`config.mk`:
```
export PLATFORM = sky130hd
export DESIGN_NAME = tagged_fifo_shared
export DESIGN_NICKNAME = d
export VERILOG_FILES = /design/src/logic/tfifo_pkg.sv /design/src/logic/chan_tracker.sv /design/src/logic/rr_read_arbiter.sv /design/src/logic/shared_ram.sv /design/src/logic/little_fifo_bank.sv /design/src/logic/tagged_fifo_shared.sv
export SDC_FILE = /design/constraint.sdc
export NUM_CORES = 1
export LEC_CHECK = 0
export BUFFER_PORTS_ARGS = -buffer_cell sky130_fd_sc_hd__buf_4
export CAP_MARGIN = 20
export CORE_MARGIN = 4
export CORE_UTILIZATION = 56
export CTS_CLUSTER_SIZE = 24
export DETAILED_ROUTE_END_ITERATION = 16
export GPL_TIMING_DRIVEN = 0
export PLACE_DENSITY_LB_ADDON = 0.15
export SYNTH_ARGS = -nofsm -noshare
export SYNTH_HDL_FRONTEND = slang
export SYNTH_SLANG_ARGS = --single-unit
```
`constraint.sdc`:
```
create_clock -name clk_i -period 4.7 [get_ports clk_i]
set_input_delay 1.41 -clock clk_i [delete_from_list [all_inputs] [get_ports clk_i]]
set_output_delay 1.41 -clock clk_i [all_outputs]
set_load 0.01 [all_outputs]
```
`src/logic/tfifo_pkg.sv`:
```
// shared sizes and vector types for the tagged 1-to-N FIFO with shared storage
`default_nettype none

package tfifo_pkg;

   // number of output channels fed from the one input stream
   localparam int NUM_CHAN     = 4;
   // width of every data word carried through the FIFO
   localparam int DATA_W       = 16;
   // words of shared RAM set aside for each channel
   localparam int ELS_PER_CHAN = 8;
   // depth of the little output FIFO in front of each consumer
   localparam int BUF_DEPTH    = 4;

   // the tag selects one channel
   localparam int TAG_W     = $clog2(NUM_CHAN);
   // pointer inside one channel's region of the shared RAM
   localparam int PTR_W     = $clog2(ELS_PER_CHAN);
   // shared RAM address is the tag on top of the region pointer
   localparam int ADDR_W    = TAG_W + PTR_W;
   // credit counters must reach BUF_DEPTH itself, so one extra value
   localparam int CNT_W     = $clog2(BUF_DEPTH + 1);
   // pointer inside one little output FIFO
   localparam int BUF_PTR_W = $clog2(BUF_DEPTH);

   // one payload word
   typedef logic [DATA_W-1:0]   data_t;
   // channel number as carried with each input word
   typedef logic [TAG_W-1:0]    tag_t;
   // read or write position inside a channel region
   typedef logic [PTR_W-1:0]    ptr_t;
   // full address into the shared RAM
   typedef logic [ADDR_W-1:0]   addr_t;
   // one bit per channel for requests, grants, valids and dequeues
   typedef logic [NUM_CHAN-1:0] chan_vec_t;

endpackage

`default_nettype wire

```
`src/logic/chan_tracker.sv`:
```
// per-channel region tracker with read and write pointers and little-FIFO credits
`timescale 1ns/100ps
`default_nettype none

module chan_tracker
(
   input  wire              clk_i,
   input  wire              rst_i,
   input  wire              enq_i,
   input  wire              deq_i,
   input  wire              credit_ret_i,
   output tfifo_pkg::ptr_t  wptr_o,
   output tfifo_pkg::ptr_t  rptr_o,
   output logic             full_o,
   output logic             empty_o,
   output logic             req_o
);

   import tfifo_pkg::*;

   // pointers wrap on their own since ELS_PER_CHAN is a power of two
   ptr_t             wptr_r;
   ptr_t             rptr_r;
   // occupancy runs from 0 up to ELS_PER_CHAN, so it needs one bit more than a pointer
   logic [PTR_W:0]   used_r;
   // free slots left in this channel's little output FIFO
   logic [CNT_W-1:0] credit_r;

   // enq_i is already gated by full_o at the top level
   // and deq_i only arrives as a grant on a live request
   always_ff @(posedge clk_i)
   begin
      if (rst_i)
      begin
         wptr_r <= '0;
         rptr_r <= '0;
         used_r <= '0;
      end
      else
      begin
         if (enq_i)
            wptr_r <= wptr_r + 1'b1;
         if (deq_i)
            rptr_r <= rptr_r + 1'b1;
         // simultaneous push and pop leave the occupancy unchanged
         if (enq_i && !deq_i)
            used_r <= used_r + 1'b1;
         else if (!enq_i && deq_i)
            used_r <= used_r - 1'b1;
      end
   end

   // a RAM read spends a credit, a consumer dequeue returns one
   always_ff @(posedge clk_i)
   begin
      if (rst_i)
         credit_r <= CNT_W'(BUF_DEPTH);
      else if (deq_i && !credit_ret_i)
         credit_r <= credit_r - 1'b1;
      else if (!deq_i && credit_ret_i)
         credit_r <= credit_r + 1'b1;
   end

   assign wptr_o  = wptr_r;
   assign rptr_o  = rptr_r;
   // flags come straight from the registered occupancy
   assign full_o  = (used_r == (PTR_W+1)'(ELS_PER_CHAN));
   assign empty_o = (used_r == '0);
   // ask for a RAM read only when a word waits and the little FIFO has room
   assign req_o   = !empty_o && (credit_r != '0);

endmodule

`default_nettype wire

```
`src/logic/rr_read_arbiter.sv`:
```
// round-robin arbiter that picks which channel reads the shared RAM this cycle
`timescale 1ns/100ps
`default_nettype none

module rr_read_arbiter
(
   input  wire                   clk_i,
   input  wire                   rst_i,
   input  tfifo_pkg::chan_vec_t  req_i,
   output tfifo_pkg::chan_vec_t  grant_o,
   output tfifo_pkg::tag_t       grant_tag_o,
   output logic                  grant_v_o
);

   import tfifo_pkg::*;

   // channel that gets first look in the next scan
   tag_t prio_r;
   // channel number visited during the scan
   int   scan;

   // walk the channels starting at the priority pointer and stop at the first request
   always_comb
   begin
      grant_o     = '0;
      grant_tag_o = '0;
      grant_v_o   = 1'b0;
      scan        = 0;
      for (int i = 0; i < NUM_CHAN; i++)
      begin
         scan = int'(prio_r) + i;
         // wrap the scan back to channel zero
         if (scan >= NUM_CHAN)
            scan = scan - NUM_CHAN;
         if (!grant_v_o && req_i[scan])
         begin
            grant_v_o     = 1'b1;
            grant_o[scan] = 1'b1;
            grant_tag_o   = tag_t'(scan);
         end
      end
   end

   // the winner drops to lowest priority so nobody waits more than NUM_CHAN-1 grants
   always_ff @(posedge clk_i)
   begin
      if (rst_i)
         prio_r <= '0;
      else if (grant_v_o)
      begin
         if (grant_tag_o == tag_t'(NUM_CHAN - 1))
            prio_r <= '0;
         else
            prio_r <= grant_tag_o + 1'b1;
      end
   end

endmodule

`default_nettype wire

```
`src/logic/shared_ram.sv`:
```
// two-port RAM holding every channel's region, with one write port and a registered read port
`timescale 1ns/100ps
`default_nettype none

module shared_ram
(
   input  wire               clk_i,
   input  wire               we_i,
   input  tfifo_pkg::addr_t  waddr_i,
   input  tfifo_pkg::data_t  wdata_i,
   input  wire               re_i,
   input  tfifo_pkg::addr_t  raddr_i,
   output tfifo_pkg::data_t  rdata_o
);

   import tfifo_pkg::*;

   // one region of ELS_PER_CHAN words per channel, selected by the tag bits
   data_t mem [NUM_CHAN*ELS_PER_CHAN];
   // read data stays put between reads
   data_t rdata_r;

   always_ff @(posedge clk_i)
   begin
      if (we_i)
         mem[waddr_i] <= wdata_i;
   end

   // a region is read only at its read pointer while it holds a word,
   // so a read never lands on the slot being written in the same cycle
   always_ff @(posedge clk_i)
   begin
      if (re_i)
         rdata_r <= mem[raddr_i];
   end

   assign rdata_o = rdata_r;

endmodule

`default_nettype wire

```
`src/logic/little_fifo_bank.sv`:
```
// bank of small output FIFOs, one per channel, filled from shared RAM reads
`timescale 1ns/100ps
`default_nettype none

module little_fifo_bank
(
   input  wire                                          clk_i,
   input  wire                                          rst_i,
   input  wire                                          wr_v_i,
   input  tfifo_pkg::tag_t                              wr_tag_i,
   input  tfifo_pkg::data_t                             wr_data_i,
   input  tfifo_pkg::chan_vec_t                         yumi_i,
   output tfifo_pkg::chan_vec_t                         valid_o,
   output tfifo_pkg::data_t [tfifo_pkg::NUM_CHAN-1:0]   data_o
);

   import tfifo_pkg::*;

   // each channel gets its own circular buffer with private pointers
   for (genvar c = 0; c < NUM_CHAN; c++)
   begin : g_chan
      data_t                mem_r [BUF_DEPTH];
      logic [BUF_PTR_W-1:0] wr_ptr_r;
      logic [BUF_PTR_W-1:0] rd_ptr_r;
      // entries held, 0 to BUF_DEPTH
      logic [CNT_W-1:0]     count_r;
      logic                 push;
      logic                 pop;

      // the registered RAM word only belongs here when its tag matches
      assign push = wr_v_i && (wr_tag_i == tag_t'(c));
      // consumers only pulse yumi while valid is high
      assign pop  = yumi_i[c];

      // an arriving RAM word goes into the slot under the write pointer
      always_ff @(posedge clk_i)
      begin
         if (push)
            mem_r[wr_ptr_r] <= wr_data_i;
      end

      // no full check on push since the credit counters reserve a slot per read
      always_ff @(posedge clk_i)
      begin
         if (rst_i)
         begin
            wr_ptr_r <= '0;
            rd_ptr_r <= '0;
            count_r  <= '0;
         end
         else
         begin
            if (push)
               wr_ptr_r <= wr_ptr_r + 1'b1;
            if (pop)
               rd_ptr_r <= rd_ptr_r + 1'b1;
            if (push && !pop)
               count_r <= count_r + 1'b1;
            else if (!push && pop)
               count_r <= count_r - 1'b1;
         end
      end

      // head word goes out combinationally from the read pointer
      assign valid_o[c] = (count_r != '0);
      assign data_o[c]  = mem_r[rd_ptr_r];
   end

endmodule

`default_nettype wire

```
`src/logic/tagged_fifo_shared.sv`:
```
// tagged 1-to-N FIFO that stores all channels in one shared RAM with small output buffers
`timescale 1ns/100ps
`default_nettype none

module tagged_fifo_shared
(
   input  wire                                          clk_i,
   input  wire                                          rst_i,
   input  wire                                          valid_i,
   input  tfifo_pkg::tag_t                              tag_i,
   input  tfifo_pkg::data_t                             data_i,
   output logic                                         yumi_o,
   output tfifo_pkg::chan_vec_t                         valid_o,
   input  tfifo_pkg::chan_vec_t                         yumi_i,
   output tfifo_pkg::data_t [tfifo_pkg::NUM_CHAN-1:0]   data_o
);

   import tfifo_pkg::*;

   // per-channel tracker state
   ptr_t      wptr [NUM_CHAN];
   ptr_t      rptr [NUM_CHAN];
   chan_vec_t full;
   chan_vec_t req;
   chan_vec_t enq;

   // arbiter result for the current cycle
   chan_vec_t grant;
   tag_t      grant_tag;
   logic      grant_v;

   // shared RAM ports
   addr_t     waddr;
   addr_t     raddr;
   data_t     ram_rdata;

   // read valid and tag delayed to line up with the registered RAM output
   logic      rd_v_r;
   tag_t      rd_tag_r;

   // the input word is taken in the same cycle unless its channel region is full
   assign yumi_o = valid_i && !full[tag_i];

   // turn the tag into a one-hot enqueue for the matching tracker
   always_comb
   begin
      enq         = '0;
      enq[tag_i]  = yumi_o;
   end

   for (genvar c = 0; c < NUM_CHAN; c++)
   begin : g_trk
      // a grant spends a credit, a consumer dequeue gives it back
      chan_tracker u_trk
      (
         .clk_i        (clk_i),
         .rst_i        (rst_i),
         .enq_i        (enq[c]),
         .deq_i        (grant[c]),
         .credit_ret_i (yumi_i[c]),
         .wptr_o       (wptr[c]),
         .rptr_o       (rptr[c]),
         .full_o       (full[c]),
         .empty_o      (),
         .req_o        (req[c])
      );
   end

   // only channels with a stored word and a free little-FIFO slot compete
   rr_read_arbiter u_arb
   (
      .clk_i       (clk_i),
      .rst_i       (rst_i),
      .req_i       (req),
      .grant_o     (grant),
      .grant_tag_o (grant_tag),
      .grant_v_o   (grant_v)
   );

   // the tag picks the region and the channel's own pointer picks the slot
   assign waddr = {tag_i, wptr[tag_i]};
   assign raddr = {grant_tag, rptr[grant_tag]};

   // write and read may share a cycle on the two-port RAM
   shared_ram u_ram
   (
      .clk_i   (clk_i),
      .we_i    (yumi_o),
      .waddr_i (waddr),
      .wdata_i (data_i),
      .re_i    (grant_v),
      .raddr_i (raddr),
      .rdata_o (ram_rdata)
   );

   // read valid and read tag follow the grant by one cycle
   always_ff @(posedge clk_i)
   begin
      if (rst_i)
         rd_v_r <= 1'b0;
      else
         rd_v_r <= grant_v;
   end

   always_ff @(posedge clk_i)
   begin
      rd_tag_r <= grant_tag;
   end

   // RAM output lands in the tagged little FIFO one cycle after the grant
   little_fifo_bank u_bank
   (
      .clk_i     (clk_i),
      .rst_i     (rst_i),
      .wr_v_i    (rd_v_r),
      .wr_tag_i  (rd_tag_r),
      .wr_data_i (ram_rdata),
      .yumi_i    (yumi_i),
      .valid_o   (valid_o),
      .data_o    (data_o)
   );

endmodule

`default_nettype wire

```
==> flow_metrics.py <==
metrics = {
    "clocking": {
        "clk_pin_slew_ns": 0.06,
        "cts_tree": "done",
        "cts_buffers": 88,
        "post_cts_buffers": 0,
        "clk_path_buf_depth": 3,
        "cts_root_buffer": "clkbuf_16",
        "cts_max_level": 3,
        "cts.sinks": 877,
        "cts_hold_buf": 0,
        "clock_latency_ns": 0.65,
    },
    "cells_and_area": {
        "area_delta_synth_final_pct": 14.76,
        "fillers": 4304,
        "design_area_um2": 39960,
        "nNetsFinal": 2661,
        "drive_above_1_share": 0.1695,
    },
    "hold_path": {
        "worst_hold_startpoint": "u_bank.g_chan[3].count_r[2]$_SDFFE_PP0P_",
        "hold_depth": 2,
        "hold_path_class": "reg -> reg",
        "holdPathEnd": "u_bank.g_chan[3].count_r[2]$_SDFFE_PP0P_",
    },
    "floorplan": {
        "dieArea_um2": 66240,
        "io_pins": 94,
        "initial_core_util": 0.5653,
        "rows": 91,
        "die_width_um": 257.4,
        "core_area_um2": 61600,
        "fp.dieH_um": 257.4,
    },
    "timing": {
        "drv_slew": 0,
        "grt_setup_unrepaired": "yes",
        "setup_violations": 0,
        "clock_skew_ns": 0.02315,
        "hold_ws_ns": 0.4824,
        "final_hold_viol_count": 0,
        "period_share": 0.9714,
        "relSlewSlack": 0.2626,
        "layout_min_cycle_time_ns": 4.566,
        "tightest_slew_ns": 1.097,
        "fmax_mhz": 219.0,
    },
    "routing": {
        "drc": 0,
        "drtIter0Drc": 2365,
        "wl_per_cell_um": 23.52,
        "postRouteAntennaNets": 0,
        "post_drt_via_cell_ratio": 5.825,
        "firstDrtPassIters": 7,
        "wirelength_um": 81890,
        "route.vias.total": 20280,
    },
    "global_route": {
        "grt_max_degree": 33,
        "grt_util_all_layers": 0.2471,
        "grt_use_met1": 0.3449,
        "grt_pass1_wl_um": 123700,
        "use_met3": 0.03868,
        "use_met2": 0.4101,
        "grt_busiest_layer": "met2",
        "grt_pass1_vias": 20000,
        "grt_overflow": 0,
        "antenna_found_initial": 1,
    },
    "power_and_ir_drop": {
        "pwr-share-clk": 0.295,
        "combinationalPowerShare": 0.281,
        "netSwitchingPower_mw": 7.897,
        "swShare": 0.3295,
        "internal_power_mw": 16.07,
        "p_leak_nw": 13.66,
        "power.density_nw_per_um2": 599.8,
        "seqPwrFrac": 0.423,
        "ir_worst_vdd_uv": 342.5,
        "power_mw": 23.97,
    },
    "place": {
        "dp_hpwl_um": 53810,
        "dpl-instance-area_um2": 36890,
        "gp_congestion": 0.9013,
        "io_buffers": 93,
    },
    "run_status": {
        "status": "complete, no violations",
    },
    "critical_path": {
        "r2r-start": "u_arb.prio_r[0]$_SDFFE_PP0P_",
        "r2r_slack_ns": 0.13,
        "crit_type": "reg -> reg",
        "cp_max_fo": 10,
        "worst_ep_arrival_time_ns": 4.97,
        "reg2reg_to": "u_ram.rdata_o[10]$_DFFE_PP_",
        "r2r_cells": 15,
        "cp-end-kind": "register",
        "required_ns": 5.10,
        "start_kind": "register",
    },
    "logic_synthesis": {
        "syn_area_per_cell_um2": 14.72,
        "yosys_register_bits": 877,
        "synth_warnings": 0,
        "ys.flop_type": "edfxtp_1",
        "async_reset_ff_frac": 0,
        "yosysUniqueCellTypes": 56,
        "syn_nets": 2455,
        "netlist_area_um2": 34820,
        "ys_seq_area_frac": 0.7295,
        "synth_edf_count": 784,
        "syn_inst": 2365,
    },
    "job": {
        "cap_violations": 0,
    },
}
[state kept, by name (all words and copies together) (netlist names), named ones only]
register	cells
u_ram.mem	512
u_bank.g_chan.mem_r	256
g_trk.u_trk.used_r	16
u_ram.rdata_o	16
g_trk.u_trk.credit_r	12
g_trk.u_trk.rptr_o	12
g_trk.u_trk.wptr_o	12
u_bank.g_chan.count_r	12
u_bank.g_chan.rd_ptr_r	8
u_bank.g_chan.wr_ptr_r	8
rd_tag_r	2
u_arb.prio_r	2
rd_v_r	1
[cells in the final DEF (no fill, tap or decap), types with 14 or more instances in the layout]
cell type	netlist	final
a21oi_1	26	26
a22oi_1	20	14
and2_1	19	19
buf_2	36	36
buf_4	16	116
clkbuf_1	47	65
clkbuf_16	0	91
clkinv_2	0	16
dfxtp_1	93	93
edfxtp_1	784	784
ha_1	53	53
inv_1	42	42
mux2i_1	55	55
mux4_2	68	68
nand2_1	471	471
nand3_1	249	249
nand4_1	48	48
nor2_1	139	116
nor2_2	0	23
nor3_1	16	15
nor4_2	18	16
or3_1	16	16
xnor2_1	24	24
xor2_1	32	32
[synth_stat cells, drive strengths merged (4+ instances only)]
master  instances  area [um^2]
edfxtp        784        23540
nand2         471         1768
nand3         249         1246
nor2          139        521.8
dfxtp          93         1862
mux4           68         1531
buf            58        337.8
mux2i          57        586.8
ha             53        663.1
nand4          48        300.3
clkbuf         47        176.4
inv            43        163.9
xor2           32        280.3
a21oi          26        130.1
nor4           26        305.3
xnor2          24        210.2
a22oi          20        150.1
and2           20        127.6
nor3           16        80.08
or3            16        100.1
o21ai          13        65.06
fa             12        240.2
nor2b           7        43.79
a21o            6        45.04
a221oi          4        60.06
or3b            4        35.03
[worst max-delay path by stage]
stage                                 start                               endpoint  slack, ns  cells after the start
6_report       u_arb.prio_r[0]$_SDFFE_PP0P_            u_ram.rdata_o[10]$_DFFE_PP_       0.13                     15
5_1_grt        u_arb.prio_r[0]$_SDFFE_PP0P_             u_ram.rdata_o[5]$_DFFE_PP_      -0.02                     15
2_1_floorplan                      tag_i[1]  g_trk[3].u_trk.used_r[3]$_SDFFE_PP0P_       0.49                     16
3_3_place_gp                       tag_i[0]             u_ram.mem[15][6]$_DFFE_PP_      -0.49                      9
4_1_cts        u_arb.prio_r[0]$_SDFFE_PP0P_  g_trk[3].u_trk.used_r[3]$_SDFFE_PP0P_       0.11                     17
3_5_place_dp   u_arb.prio_r[0]$_SDFFE_PP0P_             u_ram.rdata_o[9]$_DFFE_PP_      -0.22                     14
[per-stage QoR]
stage                       util  setup WS, ns  TNS [ns]  cells
after floorplan                -        0.4913         0   2365
after global placement    0.5937       -0.4858   -130.55   3295
after detailed placement  0.5989       -0.2157    -10.36   3318
after CTS                 0.6470        0.1138         0   3480
after global routing      0.6487      -0.01567  -0.04593   3480
final                     0.6488        0.1342         0   3481
[layer usage]
layer	wire length, um	vias up
li1	-	9156
met1	33620	10190
met2	40180	786
met3	5645	145
met4	2442	0
met5	0	-
[power groups by stage]
stage	registers, mW	clock network [mW]	logic (mW)
detailed placement	10.3	0	6.45
finish	10.2	7.08	6.74
floorplan	9.99	0	4.09
global route	10.2	7.50	7.25
global placement	10.2	0	6.20
CTS	10.2	7.17	6.51
[worst max-delay path, stage by stage (launching register included)]
cell and delay (ns):
dfxtp_1 0.43, buf_4 0.22, inv_1 0.18, ha_1 0.37, buf_2 0.24, nor2_1 0.07, a22o_1 0.19, a32oi_1 0.19
and2_1 0.28, clkinv_2 0.24, nand2_1 0.25, nor2_2 0.15, clkbuf_1 0.32, a22oi_1 0.38, nand4_1 0.33, nor4_2 0.47
[cell type report]
class                      count  area [um^2]  share of cell area
sequential                   877        25400              0.6357
multi-input combinational   1339         8919              0.2232
clock buffer                 120         2467             0.06174
tap                          837         1047             0.02621
timing repair buffer         116        954.7             0.02389
buffer                       105        521.8             0.01306
clock inverter                42        475.5             0.01190
inverter                      44        171.4            0.004289
antenna                        1        2.502          0.00006262
[cell families (layout without fill, tap and decap cells)]
kind of cell	after synthesis	after routing	synth area share
XOR/XNOR	56	56	0.01409
flip-flops	877	877	0.7295
AO/OA/AOI/OAI	79	79	0.01541
other	0	1	0
multiplexers	128	128	0.06180
buffers and inverters	149	427	0.01958
AND/OR/NAND/NOR	1011	1011	0.1336
adder cells (fa/ha/maj)	65	65	0.02594
[repair_timing]
| action | CTS | global route |
|---|---|---|
| setup endpoints to repair | 11 | 20 |
| pin swaps | 0 | 4 |
| gates resized for setup | 4 | 23 |
(Power assumes the default switching activity.)
